===== src/rtl/mipsPkg.sv =====
package mipsPkg;

    localparam logic [31:0] resetVector = 32'hbfc00000;

    typedef enum logic [5:0] {
        opSpecial = 6'h00,
        opJ       = 6'h02,
        opBeq     = 6'h04,
        opBne     = 6'h05,
        opAddiu   = 6'h09,
        opAndi    = 6'h0c,
        opOri     = 6'h0d,
        opLui     = 6'h0f,
        opLw      = 6'h23,
        opSw      = 6'h2b
    } opcode_e;

    typedef enum logic [5:0] {
        fnSll  = 6'h00,
        fnAddu = 6'h21,
        fnSubu = 6'h23,
        fnAnd  = 6'h24,
        fnOr   = 6'h25,
        fnXor  = 6'h26,
        fnSlt  = 6'h2a
    } funct_e;

    typedef enum logic [3:0] {
        aluAdd,
        aluSub,
        aluAnd,
        aluOr,
        aluXor,
        aluSlt,
        aluSll,
        aluLui
    } aluOp_e;

    typedef struct packed {
        opcode_e    op;
        logic [4:0] rs;
        logic [4:0] rt;
        logic [4:0] rd;
        logic [4:0] shamt;
        funct_e     funct;
    } rType_t;

    typedef struct packed {
        opcode_e     op;
        logic [4:0]  rs;
        logic [4:0]  rt;
        logic [15:0] imm16;
    } iType_t;

    typedef union packed {
        rType_t rType;
        iType_t iType;
    } instr_u;

    // linkNone marks beq/bne/j, control flow without a register result
    typedef struct packed {
        logic   regWrite;
        logic   memRead;
        logic   memWrite;
        logic   aluSrcImm;
        aluOp_e aluOp;
        logic   shiftImm;
        logic   linkNone;
    } ctrl_t;

endpackage


===== src/rtl/bypassIf.sv =====
interface bypassIf (
    input logic clk
);
    logic [4:0]  eRd;
    logic        eRegWrite;
    logic        eLoad;
    logic [4:0]  mRd;
    logic        mRegWrite;
    logic        mLoad;
    logic [31:0] mResult;
    logic [4:0]  wRd;
    logic        wRegWrite;
    logic [31:0] wResult;

    modport stage (
        output eRd, eRegWrite, eLoad,
        output mRd, mRegWrite, mLoad, mResult,
        output wRd, wRegWrite, wResult
    );

    modport hazard (
        input clk,
        input eRd, eRegWrite, eLoad,
        input mRd, mRegWrite, mLoad, mResult,
        input wRd, wRegWrite, wResult
    );
endinterface


===== src/rtl/fetchStage.sv =====
module fetchStage #(
    parameter logic [31:0] resetPc = mipsPkg::resetVector
) (
    input  logic        clk,
    input  logic        resetn,
    input  logic        stall,
    input  logic        branchTaken,
    input  logic [31:0] branchTarget,
    output logic        ireqValid,
    output logic [31:0] ireqAddr,
    input  logic        irespDataOk,
    input  logic [31:0] irespData,
    output logic [31:0] pcF,
    output logic [31:0] instrF,
    output logic        fetchValid
);
    logic [31:0] pc;
    logic        reqValid;
    logic        bufValid;
    logic [31:0] bufInstr;
    logic        redirValid;
    logic [31:0] redirTarget;
    logic        respOk;
    logic        accept;

    // no new request while a held instruction waits in the buffer
    assign ireqValid = reqValid && !bufValid;
    assign ireqAddr = pc;
    assign respOk = ireqValid && irespDataOk;
    assign fetchValid = bufValid || respOk;
    assign instrF = bufValid ? bufInstr : irespData;
    assign pcF = pc;
    assign accept = fetchValid && !stall;

    always_ff @(posedge clk) begin
        if (!resetn) begin
            pc <= resetPc;
            reqValid <= 1'b0;
            bufValid <= 1'b0;
            redirValid <= 1'b0;
        end else begin
            reqValid <= 1'b1;
            if (accept) begin
                bufValid <= 1'b0;
                redirValid <= 1'b0;
                // the accepted word is the delay slot of a branch still in decode
                if (branchTaken) begin
                    pc <= branchTarget;
                end else if (redirValid) begin
                    pc <= redirTarget;
                end else begin
                    pc <= pc + 32'd4;
                end
            end else begin
                if (respOk) begin
                    bufValid <= 1'b1;
                end
                // branch left decode before its delay slot arrived
                if (!stall && branchTaken) begin
                    redirValid <= 1'b1;
                end
            end
        end
    end

    always_ff @(posedge clk) begin
        if (respOk && stall) begin
            bufInstr <= irespData;
        end
        if (!stall && !fetchValid && branchTaken) begin
            redirTarget <= branchTarget;
        end
    end

    assert property (@(posedge clk) disable iff (!resetn)
        ireqValid && !irespDataOk |=> ireqValid && $stable(ireqAddr));
endmodule


===== src/rtl/regFile.sv =====
module regFile (
    input  logic        clk,
    input  logic [4:0]  ra1,
    input  logic [4:0]  ra2,
    input  logic [4:0]  wa,
    input  logic        we,
    input  logic [31:0] wd,
    output logic [31:0] rd1,
    output logic [31:0] rd2
);
    logic [31:0] regs [32];
    logic        writing;

    assign writing = we && (wa != 5'd0);

    always_ff @(posedge clk) begin
        if (writing) begin
            regs[wa] <= wd;
        end
    end

    // same-cycle write is visible to the readers
    assign rd1 = (ra1 == 5'd0) ? 32'd0 : ((writing && wa == ra1) ? wd : regs[ra1]);
    assign rd2 = (ra2 == 5'd0) ? 32'd0 : ((writing && wa == ra2) ? wd : regs[ra2]);
endmodule


===== src/rtl/decodeStage.sv =====
module decodeStage (
    input  mipsPkg::instr_u instr,
    input  logic [31:0]     pc,
    input  logic [31:0]     rsVal,
    input  logic [31:0]     rtVal,
    output mipsPkg::ctrl_t  ctrl,
    output logic [4:0]      rs,
    output logic [4:0]      rt,
    output logic [4:0]      dest,
    output logic [4:0]      shamt,
    output logic [31:0]     imm,
    output logic            branchTaken,
    output logic [31:0]     branchTarget,
    output logic            usesRs,
    output logic            usesRt
);
    import mipsPkg::*;

    logic [31:0] pcPlus4;
    logic [31:0] immSext;
    logic [31:0] immZext;
    logic        operandsEq;

    assign pcPlus4 = pc + 32'd4;
    assign immSext = {{16{instr.iType.imm16[15]}}, instr.iType.imm16};
    assign immZext = {16'd0, instr.iType.imm16};
    assign rs = instr.iType.rs;
    assign rt = instr.iType.rt;
    assign shamt = instr.rType.shamt;
    assign operandsEq = (rsVal == rtVal);

    always_comb begin
        ctrl = '0;
        dest = instr.iType.rt;
        imm = immSext;
        usesRs = 1'b1;
        usesRt = 1'b0;
        branchTaken = 1'b0;
        branchTarget = pcPlus4 + {immSext[29:0], 2'b00};
        case (instr.rType.op)
            opSpecial: begin
                dest = instr.rType.rd;
                usesRt = 1'b1;
                ctrl.regWrite = 1'b1;
                case (instr.rType.funct)
                    fnAddu: ctrl.aluOp = aluAdd;
                    fnSubu: ctrl.aluOp = aluSub;
                    fnAnd: ctrl.aluOp = aluAnd;
                    fnOr: ctrl.aluOp = aluOr;
                    fnXor: ctrl.aluOp = aluXor;
                    fnSlt: ctrl.aluOp = aluSlt;
                    fnSll: begin
                        ctrl.aluOp = aluSll;
                        ctrl.shiftImm = 1'b1;
                        usesRs = 1'b0;
                    end
                    default: begin
                        ctrl = '0;
                        usesRs = 1'b0;
                        usesRt = 1'b0;
                    end
                endcase
            end
            opAddiu, opAndi, opOri, opLui, opLw: begin
                ctrl.regWrite = 1'b1;
                ctrl.aluSrcImm = 1'b1;
                ctrl.memRead = (instr.iType.op == opLw);
                if (instr.iType.op == opAndi) begin
                    ctrl.aluOp = aluAnd;
                    imm = immZext;
                end else if (instr.iType.op == opOri) begin
                    ctrl.aluOp = aluOr;
                    imm = immZext;
                end else if (instr.iType.op == opLui) begin
                    ctrl.aluOp = aluLui;
                    imm = {instr.iType.imm16, 16'd0};
                    usesRs = 1'b0;
                end
            end
            opSw: begin
                ctrl.memWrite = 1'b1;
                ctrl.aluSrcImm = 1'b1;
                usesRt = 1'b1;
            end
            opBeq, opBne: begin
                ctrl.linkNone = 1'b1;
                usesRt = 1'b1;
                branchTaken = (instr.iType.op == opBeq) ? operandsEq : !operandsEq;
            end
            opJ: begin
                ctrl.linkNone = 1'b1;
                usesRs = 1'b0;
                branchTaken = 1'b1;
                branchTarget = {pcPlus4[31:28], instr[25:0], 2'b00};
            end
            default: begin
                usesRs = 1'b0;
            end
        endcase
    end
endmodule


===== src/rtl/executeStage.sv =====
module executeStage (
    input  mipsPkg::ctrl_t ctrl,
    input  logic [31:0]    a,
    input  logic [31:0]    b,
    input  logic [31:0]    imm,
    input  logic [4:0]     shamt,
    output logic [31:0]    result
);
    import mipsPkg::*;

    logic [31:0] bOp;
    logic [4:0]  shiftBy;

    assign bOp = ctrl.aluSrcImm ? imm : b;
    // variable shifts would take the amount from rs
    assign shiftBy = ctrl.shiftImm ? shamt : a[4:0];

    always_comb begin
        case (ctrl.aluOp)
            aluAdd: begin
                result = a + bOp;
            end
            aluSub: begin
                result = a - bOp;
            end
            aluAnd: begin
                result = a & bOp;
            end
            aluOr: begin
                result = a | bOp;
            end
            aluXor: begin
                result = a ^ bOp;
            end
            aluSlt: begin
                result = {31'd0, $signed(a) < $signed(bOp)};
            end
            aluSll: begin
                result = bOp << shiftBy;
            end
            // decode already placed the upper half
            aluLui: begin
                result = bOp;
            end
            default: begin
                result = 32'd0;
            end
        endcase
    end
endmodule


===== src/rtl/memoryStage.sv =====
module memoryStage (
    input  logic           clk,
    input  logic           resetn,
    input  mipsPkg::ctrl_t ctrl,
    input  logic [31:0]    addr,
    input  logic [31:0]    wdata,
    output logic           dreqValid,
    output logic           dreqWrite,
    output logic [31:0]    dreqAddr,
    output logic [31:0]    dreqWdata,
    input  logic           drespDataOk,
    input  logic [31:0]    drespRdata,
    output logic [31:0]    rdata,
    output logic           memBusy
);
    logic memOp;

    // the stage only advances on dataOk, so each lw/sw asks once
    assign memOp = ctrl.memRead || ctrl.memWrite;
    assign dreqValid = memOp;
    assign dreqWrite = ctrl.memWrite;
    assign dreqAddr = addr;
    assign dreqWdata = wdata;
    assign rdata = drespRdata;
    assign memBusy = memOp && !drespDataOk;

    // address comes from the execute adder
    assert property (@(posedge clk) disable iff (!resetn)
        dreqValid |-> dreqAddr[1:0] == 2'b00);

    assert property (@(posedge clk) disable iff (!resetn)
        dreqValid && !drespDataOk |=> dreqValid && $stable(dreqAddr) && $stable(dreqWdata));
endmodule


===== src/rtl/hazardUnit.sv =====
module hazardUnit (
    bypassIf.hazard bp,
    input  logic [4:0]  rsD,
    input  logic [4:0]  rtD,
    input  logic        usesRs,
    input  logic        usesRt,
    input  logic        isBranchD,
    input  logic [4:0]  rsE,
    input  logic [4:0]  rtE,
    input  logic [31:0] rsValD,
    input  logic [31:0] rtValD,
    input  logic [31:0] rsValE,
    input  logic [31:0] rtValE,
    output logic [31:0] fwdRsD,
    output logic [31:0] fwdRtD,
    output logic [31:0] fwdRsE,
    output logic [31:0] fwdRtE,
    output logic        stallD
);
    logic [4:0] mSrc;
    logic [4:0] wSrc;
    logic       rsHitE;
    logic       rtHitE;
    logic       rsLoadM;
    logic       rtLoadM;

    // a load in memory has no data yet
    assign mSrc = (bp.mRegWrite && !bp.mLoad) ? bp.mRd : 5'd0;
    assign wSrc = bp.wRegWrite ? bp.wRd : 5'd0;

    function automatic logic [31:0] forward(
        input logic [4:0]  src,
        input logic [31:0] raw,
        input logic [4:0]  mRd,
        input logic [31:0] mVal,
        input logic [4:0]  wRd,
        input logic [31:0] wVal
    );
        if (src == 5'd0) begin
            return raw;
        end else if (src == mRd) begin
            return mVal;
        end else if (src == wRd) begin
            return wVal;
        end
        return raw;
    endfunction

    assign fwdRsD = forward(rsD, rsValD, mSrc, bp.mResult, wSrc, bp.wResult);
    assign fwdRtD = forward(rtD, rtValD, mSrc, bp.mResult, wSrc, bp.wResult);
    assign fwdRsE = forward(rsE, rsValE, mSrc, bp.mResult, wSrc, bp.wResult);
    assign fwdRtE = forward(rtE, rtValE, mSrc, bp.mResult, wSrc, bp.wResult);

    assign rsHitE = usesRs && bp.eRegWrite && bp.eRd != 5'd0 && bp.eRd == rsD;
    assign rtHitE = usesRt && bp.eRegWrite && bp.eRd != 5'd0 && bp.eRd == rtD;
    assign rsLoadM = usesRs && bp.mLoad && bp.mRegWrite && bp.mRd != 5'd0 && bp.mRd == rsD;
    assign rtLoadM = usesRt && bp.mLoad && bp.mRegWrite && bp.mRd != 5'd0 && bp.mRd == rtD;

    // branches compare in decode, so they wait longer than other consumers
    assign stallD = (bp.eLoad && (rsHitE || rtHitE))
        || (isBranchD && (rsHitE || rtHitE || rsLoadM || rtLoadM));

    // register 0 reads as zero through regFile and every bypass path
    assert property (@(posedge bp.clk)
        rsD == 5'd0 |-> fwdRsD == 32'd0);

    assert property (@(posedge bp.clk)
        rtD == 5'd0 |-> fwdRtD == 32'd0);
endmodule


===== src/rtl/MipsCore.sv =====
module MipsCore #(
    parameter logic [31:0] resetPc = mipsPkg::resetVector
) (
    input  logic        clk,
    input  logic        resetn,
    output logic        ireqValid,
    output logic [31:0] ireqAddr,
    input  logic        irespDataOk,
    input  logic [31:0] irespData,
    output logic        dreqValid,
    output logic        dreqWrite,
    output logic [31:0] dreqAddr,
    output logic [31:0] dreqWdata,
    input  logic        drespDataOk,
    input  logic [31:0] drespRdata,
    output logic [31:0] debugPc,
    output logic        debugWen,
    output logic [4:0]  debugRd,
    output logic [31:0] debugData
);
    import mipsPkg::*;

    logic        stallD;
    logic        memBusy;
    logic        stallF;
    logic [31:0] pcF;
    logic [31:0] instrF;
    logic        fetchValid;
    logic        branchTaken;
    logic [31:0] branchTarget;

    instr_u      instrD;
    logic [31:0] pcD;
    ctrl_t       ctrlD;
    logic [4:0]  rsD, rtD, destD, shamtD;
    logic [31:0] immD, rsValD, rtValD, fwdRsD, fwdRtD;
    logic        usesRs, usesRt;

    ctrl_t       ctrlE;
    logic [4:0]  rsE, rtE, destE, shamtE;
    logic [31:0] pcE, immE, rsValE, rtValE, fwdRsE, fwdRtE, resultE;

    ctrl_t       ctrlM;
    logic [4:0]  destM;
    logic [31:0] pcM, aluM, storeM, rdataM;

    ctrl_t       ctrlW;
    logic [4:0]  destW;
    logic [31:0] pcW, aluW, loadW, resultW;

    assign stallF = stallD || memBusy;

    fetchStage #(.resetPc(resetPc)) fetch_i (
        .clk, .resetn, .stall(stallF), .branchTaken, .branchTarget,
        .ireqValid, .ireqAddr, .irespDataOk, .irespData,
        .pcF, .instrF, .fetchValid
    );

    regFile regs_i (
        .clk, .ra1(rsD), .ra2(rtD), .wa(destW), .we(ctrlW.regWrite), .wd(resultW),
        .rd1(rsValD), .rd2(rtValD)
    );

    decodeStage decode_i (
        .instr(instrD), .pc(pcD), .rsVal(fwdRsD), .rtVal(fwdRtD),
        .ctrl(ctrlD), .rs(rsD), .rt(rtD), .dest(destD), .shamt(shamtD), .imm(immD),
        .branchTaken, .branchTarget, .usesRs, .usesRt
    );

    executeStage execute_i (
        .ctrl(ctrlE), .a(fwdRsE), .b(fwdRtE), .imm(immE), .shamt(shamtE), .result(resultE)
    );

    memoryStage memory_i (
        .clk, .resetn, .ctrl(ctrlM), .addr(aluM), .wdata(storeM),
        .dreqValid, .dreqWrite, .dreqAddr, .dreqWdata, .drespDataOk, .drespRdata,
        .rdata(rdataM), .memBusy
    );

    bypassIf bp (.clk);

    assign bp.eRd = destE;
    assign bp.eRegWrite = ctrlE.regWrite;
    assign bp.eLoad = ctrlE.memRead;
    assign bp.mRd = destM;
    assign bp.mRegWrite = ctrlM.regWrite;
    assign bp.mLoad = ctrlM.memRead;
    assign bp.mResult = aluM;
    assign bp.wRd = destW;
    assign bp.wRegWrite = ctrlW.regWrite;
    assign bp.wResult = resultW;

    hazardUnit hazard_i (
        .bp, .rsD, .rtD, .usesRs, .usesRt, .isBranchD(ctrlD.linkNone), .rsE, .rtE,
        .rsValD, .rtValD, .rsValE, .rtValE,
        .fwdRsD, .fwdRtD, .fwdRsE, .fwdRtE, .stallD
    );

    always_ff @(posedge clk) begin
        if (!resetn) begin
            instrD <= '0;
            ctrlE <= '0;
            ctrlM <= '0;
            ctrlW <= '0;
        end else begin
            if (!stallF) begin
                instrD <= fetchValid ? instrF : '0;
            end
            if (!memBusy) begin
                ctrlE <= stallD ? '0 : ctrlD;
                ctrlM <= ctrlE;
            end
            // writeback must not see the waiting memory op twice
            ctrlW <= memBusy ? '0 : ctrlM;
        end
    end

    always_ff @(posedge clk) begin
        if (!stallF) begin
            pcD <= pcF;
        end
        if (memBusy) begin
            // keep operands whose source retires while execute is frozen
            rsValE <= fwdRsE;
            rtValE <= fwdRtE;
        end else if (!stallD) begin
            pcE <= pcD;
            rsE <= rsD;
            rtE <= rtD;
            destE <= destD;
            shamtE <= shamtD;
            immE <= immD;
            rsValE <= fwdRsD;
            rtValE <= fwdRtD;
        end
        if (!memBusy) begin
            pcM <= pcE;
            destM <= destE;
            aluM <= resultE;
            storeM <= fwdRtE;
            pcW <= pcM;
            destW <= destM;
            aluW <= aluM;
            loadW <= rdataM;
        end
    end

    assign resultW = ctrlW.memRead ? loadW : aluW;

    assign debugPc = pcW;
    assign debugWen = ctrlW.regWrite && (destW != 5'd0);
    assign debugRd = destW;
    assign debugData = resultW;
endmodule


===== config.mk =====
export PLATFORM = sky130hd
export DESIGN_NAME = MipsCore
export DESIGN_NICKNAME = d
export VERILOG_FILES = /design/src/rtl/mipsPkg.sv /design/src/rtl/bypassIf.sv /design/src/rtl/fetchStage.sv /design/src/rtl/regFile.sv /design/src/rtl/decodeStage.sv /design/src/rtl/executeStage.sv /design/src/rtl/memoryStage.sv /design/src/rtl/hazardUnit.sv /design/src/rtl/MipsCore.sv
export SDC_FILE = /design/constraint.sdc
export NUM_CORES = 2
export LEC_CHECK = 0
export ABC_CLOCK_PERIOD_IN_PS = 11200
export BUFFER_PORTS_ARGS = -buffer_cell sky130_fd_sc_hd__buf_2
export CAP_MARGIN = 20
export CORE_MARGIN = 4
export CORE_UTILIZATION = 25
export CTS_CLUSTER_SIZE = 25
export DETAILED_ROUTE_END_ITERATION = 7
export SLEW_MARGIN = 20
export SYNTH_ARGS = -nofsm -noshare
export SYNTH_HDL_FRONTEND = slang
export SYNTH_SLANG_ARGS = --single-unit

===== constraint.sdc =====
create_clock -name clk -period 11.2 [get_ports clk]
set_input_delay 1.12 -clock clk [delete_from_list [all_inputs] [get_ports clk]]
set_output_delay 1.12 -clock clk [all_outputs]
set_load 0.005 [all_outputs]

**After elaboration in Yosys (flattened, before gate mapping)**

Memory sizes are Yosys's and may differ from the RTL's. A register that Yosys moved wholly into a read port is not among the register bits.
Index checks and enable logic that the tools add are counted.

- Output and inout bits: 169
- Memories: 1
- Bits in writable memories: 1,024
- Flip-flop bits (word level): 527
- Bits of input ports: 68
- Logic and storage cells: 229

Memories:

| name | words | width | rd ports | clocked after memory_dff | wr ports | RTL line | text |
|---|---|---|---|---|---|---|---|
| regs_i.regs | 32 | 32 | 2 | 2 | 1 | regFile.sv:11 | `logic [31:0] regs [32];` |

- Bitwise gates (word level): 6
- Multiplexer cells: 81
- Shifts and indexed selects: 1
- Equal/unequal tests: 38
- Magnitude comparators: 1
- Add/sub/neg operators: 5
- Reductions and logical operators: 61

Operators with widths:

| kind | count |
|---|---|
| 32-bit two-way mux | 34 |
| 32-bit case mux with 8 select lines | 1 |
| 5-bit equality test | 14 |
| 32-bit by 3-bit adder with 32-bit output, second input constant | 2 |
| 32-bit adder | 2 |
| 6-bit equality test, second input constant | 8 |
| 5-bit two-way mux | 8 |
| 32-bit bitwise AND | 1 |
| 32-bit equality test | 1 |
| 32-bit less-than comparator | 1 |
| 32-bit bitwise OR | 1 |
| 32-bit by 5-bit << shifter with 32-bit output | 1 |
| 32-bit subtractor | 1 |
| 32-bit bitwise XOR | 1 |
| 31-bit two-way mux | 1 |
| 1-bit logical AND | 28 |
| 6-bit by 4-bit equality test with 1-bit output, second input constant | 4 |
| 1-bit two-way mux | 24 |
| 5-bit zero test | 4 |
| 3-bit case mux with 6 select lines | 1 |
| 4-bit by 3-bit equality test with 1-bit output, second input constant | 4 |
| 5-bit nonzero test | 3 |
| 6-bit by 3-bit equality test with 1-bit output, second input constant | 2 |
| 6-bit zero test | 2 |
| 21 further kinds | 44 |

**Depth between registers and ports, before layout**

- Depth in word-level cells: 17
- Depth in mapped cells: 27
- Gate-level depth less buffers: 23

**Cells and area by module**

Synthesis repeated with hierarchy kept, for this count alone.

- Cell total of the unflattened synthesis: 5,979
- Area total of the unflattened synthesis: 83,182.3 sq um

By module, submodules not included:

| module | area each (sq um) | instances | sequential area each (sq um) | cells an instance |
|---|---|---|---|---|
| regFile | 47,807.1 | 1 | 30,749.5 | 2,542 |
| MipsCore | 15,029.4 | 1 | 12,552.0 | 724 |
| executeStage | 7,110.6 | 1 | 0.0 | 1,090 |
| fetchStage | 4,833.4 | 1 | 2,622.5 | 433 |
| hazardUnit | 4,140.2 | 1 | 0.0 | 549 |
| decodeStage | 3,517.1 | 1 | 0.0 | 542 |
| memoryStage | 744.5 | 1 | 0.0 | 99 |

**Least setup slack after synthesis**

No wires, ideal clock.

- Path type: input port to flip-flop
- Start: input drespDataOk
- End: register rsValE[0], enable pin
- Path buffers: 3
- Arrival time: 11.494 ns
- Required time: 10.423 ns
- Slack: -1.071 ns
- Cell stages on the path: 6
- Library setup time: 0.777 ns
- Cell sequence: nor2b_1 > clkbuf_1 > clkinv_1 > clkbuf_1 > clkbuf_1 > nand2_1

- Longest elaborated chain between the ends: 3

RTL lines:

| item | RTL line | text |
|---|---|---|
| start: declaration | MipsCore.sv:14 | `input logic drespDataOk,` |
| 1-bit zero test | memoryStage.sv:25 | `assign memBusy = memOp && !drespDataOk;` |
| 1-bit logical AND | memoryStage.sv:25 |  |
| 2-bit by 1-bit inequality test with 1-bit output (no source line) | n/a |  |
| end signal: assignment | MipsCore.sv:124 | `rsValE <= fwdRsE;` |
| end signal: assignment | MipsCore.sv:133 | `rsValE <= fwdRsD;` |
| end: declaration | MipsCore.sv:41 | `logic [31:0] pcE, immE, rsValE, rtValE, fwdRsE, fwdRtE, resultE;` |

No other way between the ends.
A chain may end at the register's enable or synchronous reset.

**Worst setup path in the final report**

- Start: register ctrlM, in the netlist bp.mLoad
- End: register aluM[28], data pin

- Longest elaborated chain between the ends: 10
- Elaborated cells on any way between the ends: 24
- Classes of those cells: add/sub: 2; eq/ne: 2; shift: 1; mux: 14; bitwise: 3; reduce/logical: 2

RTL lines:

| item | RTL line | text |
|---|---|---|
| start: declaration | MipsCore.sv:43 | `ctrl_t ctrlM;` |
| start signal: assignment | MipsCore.sv:111 | `ctrlM <= ctrlE;` |
| 1-bit zero test (*) | hazardUnit.sv:28 | `assign mSrc = (bp.mRegWrite && !bp.mLoad) ? bp.mRd : 5'd0;` |
| 1-bit logical AND (*) | hazardUnit.sv:28 |  |
| 5-bit two-way mux (*) | hazardUnit.sv:28 |  |
| 5-bit equality test (*) | hazardUnit.sv:41 | `end else if (src == mRd) begin` |
| 32-bit two-way mux or 1-bit two-way mux (tied branches) | hazardUnit.sv:41 |  |
| 32-bit two-way mux or 1-bit two-way mux (tied branches) | hazardUnit.sv:39 | `if (src == 5'd0) begin` |
| 32-bit two-way mux (*) | hazardUnit.sv:46 | `return raw;` |
| named net execute_i.b[0] | executeStage.sv:4 | `input logic [31:0] b,` |
| 32-bit two-way mux (*) | executeStage.sv:14 | `assign bOp = ctrl.aluSrcImm ? imm : b;` |
| 32-bit subtractor, or another cell as far along | executeStage.sv:24 | `result = a - bOp;` |
| 32-bit case mux with 8 select lines (*) | executeStage.sv:19 | `case (ctrl.aluOp)` |
| named net execute_i.result[28] | executeStage.sv:7 | `output logic [31:0] result` |
| end signal: assignment | MipsCore.sv:139 | `aluM <= resultE;` |
| end: declaration | MipsCore.sv:45 | `logic [31:0] pcM, aluM, storeM, rdataM;` |

The timed path passes the listed nets; every way through them passes the cells marked *.

==> impl_metrics.prom <==
# TYPE chip_impl_metric gauge
chip_impl_metric{name="hold_viol_final",unit=""} 0
chip_impl_info{name="path_delay_family",value="compound AO/OA/AOI/OAI gates"} 1
chip_impl_info{name="worst_hold_endpoint",value="pcM[11]"} 1
chip_impl_info{name="critical_path.reg2reg.endpoint",value="aluM[28]"} 1
chip_impl_metric{name="r2r_cells",unit=""} 25
chip_impl_metric{name="cts_repair_resize_count",unit=""} 0
chip_impl_metric{name="p_leak",unit="nW"} 31.24
chip_impl_metric{name="cts_setup_buffers",unit=""} 0
chip_impl_metric{name="die-width",unit="um"} 576.1
chip_impl_metric{name="number_of_flip_flops_in_the_largest_register",unit=""} 1024
chip_impl_metric{name="post_synth_instance_area",unit="um^2"} 80690
chip_impl_metric{name="ctsHtreeMaxLevel",unit=""} 4
chip_impl_metric{name="slew_headroom",unit=""} 0.2333
chip_impl_metric{name="clk_transition_reported_paths",unit="ps"} 60
chip_impl_info{name="synth.cells.most_frequent",value="sky130_fd_sc_hd__edfxtp_1, sky130_fd_sc_hd__mux4_2, sky130_fd_sc_hd__mux2i_1, sky130_fd_sc_hd__nand2_1, sky130_fd_sc_hd__nor2_1"} 1
chip_impl_metric{name="finalCoreUtilization",unit=""} 0.2890
chip_impl_metric{name="synth-seq-area-share",unit=""} 0.5694
chip_impl_metric{name="detailroute.via_count",unit=""} 56180
chip_impl_metric{name="antenna_found_initial",unit=""} 22
chip_impl_metric{name="place_hpwl",unit="mm"} 198.7
chip_impl_metric{name="post-route-drc-count",unit=""} 0
chip_impl_metric{name="grtUsageMet1",unit=""} 0.2361
chip_impl_metric{name="y_dimension_of_the_die",unit="um"} 576.1
chip_impl_metric{name="worstHoldPathCells",unit=""} 0
chip_impl_metric{name="final_gp_congestion",unit=""} 0.9494
chip_impl_metric{name="numPortBuffers",unit=""} 236
chip_impl_metric{name="setup_viol",unit=""} 0
chip_impl_metric{name="groute.layer.met3.usage",unit=""} 0.04063
chip_impl_metric{name="gr-total-overflow",unit=""} 0
chip_impl_metric{name="max-clock-path-buffers",unit=""} 4
chip_impl_metric{name="synth_enable_flop_cells",unit=""} 1470
chip_impl_metric{name="grt_pass1_wl",unit="mm"} 420.5
chip_impl_info{name="cp_slowest_cell",value="sky130_fd_sc_hd__a2111oi_0"} 1
chip_impl_info{name="crit-reg2reg-launch",value="bp.mLoad"} 1
chip_impl_info{name="cts-root-buf",value="sky130_fd_sc_hd__clkbuf_16"} 1
chip_impl_info{name="global_route.peak_usage_layer",value="met2"} 1
chip_impl_metric{name="final_critical_path_setup_slack",unit="ps"} 3014
chip_impl_info{name="worstSetupPathType",value="flip-flop to flip-flop"} 1
chip_impl_info{name="run_status",value="completed"} 1
chip_impl_metric{name="cp_data_arrival_time",unit="ps"} 8740
chip_impl_metric{name="max_freq",unit="GHz"} 0.1222
chip_impl_metric{name="max_stage_delay",unit="ps"} 990
chip_impl_metric{name="synthesis.area_per_instance",unit="um^2"} 14.07
chip_impl_metric{name="coreArea",unit="um^2"} 321100
chip_impl_info{name="clock_tree_from_tritoncts",value="built"} 1
chip_impl_info{name="top_reg_by_flops",value="regs_i.regs"} 1
chip_impl_info{name="largest_cells_by_area_after_synthesis",value="sky130_fd_sc_hd__edfxtp_1, sky130_fd_sc_hd__mux4_2, sky130_fd_sc_hd__mux2i_1"} 1
chip_impl_metric{name="grt.met2_usage",unit=""} 0.2638
chip_impl_metric{name="cts.sink_count",unit=""} 1560
chip_impl_info{name="critical_path.startpoint_type",value="flip-flop"} 1
chip_impl_metric{name="post_synth_num_cell_types",unit=""} 98
chip_impl_metric{name="grt_max_degree",unit=""} 120
chip_impl_metric{name="reg2reg_setup_slack",unit="ps"} 3010
chip_impl_metric{name="postCtsHoldBufs",unit=""} 0
chip_impl_metric{name="num_io_pins",unit=""} 237
chip_impl_metric{name="groute.usage.overall",unit=""} 0.1742
chip_impl_info{name="synthFlopType",value="sky130_fd_sc_hd__edfxtp_1"} 1
chip_impl_metric{name="worst_slew_pin_slew",unit="ps"} 1121
chip_impl_info{name="yosys.cell_count.top_type",value="sky130_fd_sc_hd__edfxtp_1"} 1
chip_impl_metric{name="core.rowCount",unit=""} 208
chip_impl_metric{name="viasPerCell",unit=""} 5.395
chip_impl_metric{name="fin_setup_tns",unit="ps"} 0
chip_impl_metric{name="first_pass_iters",unit=""} 7
chip_impl_metric{name="powerDensity",unit="nW/um^2"} 191.0
chip_impl_metric{name="dr.first_iter.drc_count",unit=""} 7533
chip_impl_metric{name="finish.net_count",unit=""} 6170
chip_impl_metric{name="worst_skew_pair.late_latency",unit="ps"} 870
chip_impl_metric{name="tritoncts.num_buffers",unit=""} 176
chip_impl_metric{name="post_route_cells_drive_above_1_share",unit=""} 0.2188
chip_impl_metric{name="worst_ir_drop_vdd",unit="V"} 0.0001166
chip_impl_info{name="crit_path_end_kind",value="flip-flop"} 1
chip_impl_info{name="min_from",value="pcE[11]"} 1
chip_impl_metric{name="slew_violations",unit=""} 0
chip_impl_metric{name="critical_path_required",unit="ps"} 11760
chip_impl_metric{name="hold_ws",unit="ps"} 421.4
chip_impl_metric{name="filler_cell_count",unit=""} 32340
chip_impl_metric{name="syn_to_final_growth",unit="%"} 15.03
chip_impl_metric{name="timing.final.crit_period",unit="ps"} 8186
chip_impl_metric{name="max-cap-violations",unit=""} 0
chip_impl_metric{name="fp.dieArea",unit="um^2"} 331900
chip_impl_metric{name="drtAntennaViolNets",unit=""} 0
chip_impl_metric{name="synthDominantCellAreaShare",unit=""} 0.5471
chip_impl_metric{name="average_wire_per_cell_in_the_routed_design",unit="um"} 29.03
chip_impl_metric{name="final_min_period_over_clock_period",unit=""} 0.7309
chip_impl_info{name="rsz_0062_raised_after_global_routing",value="false"} 1
chip_impl_metric{name="place_ws",unit="ps"} 3330
chip_impl_metric{name="initial_core_util",unit=""} 0.2513
chip_impl_metric{name="critical_path.n_buffers_inverters",unit=""} 5
chip_impl_metric{name="fin_skew",unit="ps"} 83.19
chip_impl_metric{name="synth_seq_cells",unit=""} 1560
chip_impl_metric{name="vias_in_the_first_global_route",unit=""} 54780
chip_impl_metric{name="timing.critical_path.fanout_max",unit=""} 28
chip_impl_metric{name="drt_wl_total",unit="mm"} 302.3
chip_impl_metric{name="yosys_warnings",unit=""} 0
chip_impl_info{name="yosysTopAreaCell",value="sky130_fd_sc_hd__edfxtp_1"} 1
chip_impl_metric{name="post_synth_inst_count",unit=""} 5735
chip_impl_info{name="startpoint",value="bp.mLoad"} 1
chip_impl_info{name="min-delay-path-class",value="flip-flop to flip-flop"} 1
chip_impl_metric{name="async_flop_share",unit=""} 0
==> how the worst max path moves through the flow <==
| stage | end | slack, ps | cells past startpoint |
|---|---|---|---|
| finish | aluM[28] | 3010 | 25 |
| global route | aluM[24] | 2630 | 25 |
| CTS | aluM[30] | 3370 | 26 |
| detailed placement | aluM[24] | 3330 | 25 |
| global placement | aluM[24] | 3400 | 25 |
| floorplan | fetch_i.redirTarget[0] | 2550 | 11 |
==> layout by cell type (no fill, tap or decap), drive strengths merged, types with 36 or more instances in the layout <==
master,netlist,final
edfxtp,1470,1470
mux4,476,476
buf,186,424
mux2i,410,410
nand2,377,377
nor2,351,351
o21ai,295,295
a21oi,225,225
clkbuf,221,217
inv,151,156
ha,138,138
nand3,130,130
a22oi,118,118
xnor2,94,94
dfxtp,90,90
nor3,68,68
clkinv,2,67
mux2,65,65
xor2,62,62
nand4,46,46
o22ai,44,44
o211ai,42,42
a31oi,40,40
nand2b,37,37
nor2b,36,36
==> power breakdown <==
part           internal [W]  total, W  switching (W)
Clock               0.00322   0.00565        0.00243
Sequential          0.00722   0.00761       0.000392
Combinational       0.00140   0.00446        0.00305
==> metrics by stage <==
step	instances	cell area [um^2]	total power (W)
2_1_floorplan	5766	80810	0.01001
5_1_grt	10410	92790	0.01835
3_5_place_dp	10090	87290	0.01210
6_report	10410	92810	0.01772
3_3_place_gp	10090	87250	0.01205
4_1_cts	10390	92730	0.01774
==> routing by layer <==
layer | routed length, um | vias to the layer above
li1 | - | 23270
met1 | 122500 | 28970
met2 | 133800 | 3300
met3 | 30770 | 617
met4 | 15120 | 16
met5 | 115 | -
==> area by class of cell <==
cell class / count / area [um^2] / share of cell area
sequential: 1560 / 45970 / 0.4953
multi-input combinational: 3646 / 32690 / 0.3522
tap: 4305 / 5386 / 0.05803
clock buffer: 217 / 4619 / 0.04977
timing repair buffer: 424 / 2688 / 0.02896
clock inverter: 87 / 823.3 / 0.008870
inverter: 153 / 581.8 / 0.006269
antenna: 21 / 52.55 / 0.0005662
==> cell families after synthesis <==
kind of cell             count (synthesis)  share of synthesized area
AO/OA/AOI/OAI                         1158                    0.09724
XOR/XNOR                               156                    0.01703
adder cells (fa/ha/maj)                141                    0.02214
buffers and inverters                  560                    0.03183
flip-flops                            1560                     0.5694
multiplexers                           951                     0.1928
other                                    1                 0.00004647
AND/OR/NAND/NOR                       1208                    0.06953
(Power assumes the default switching activity.)
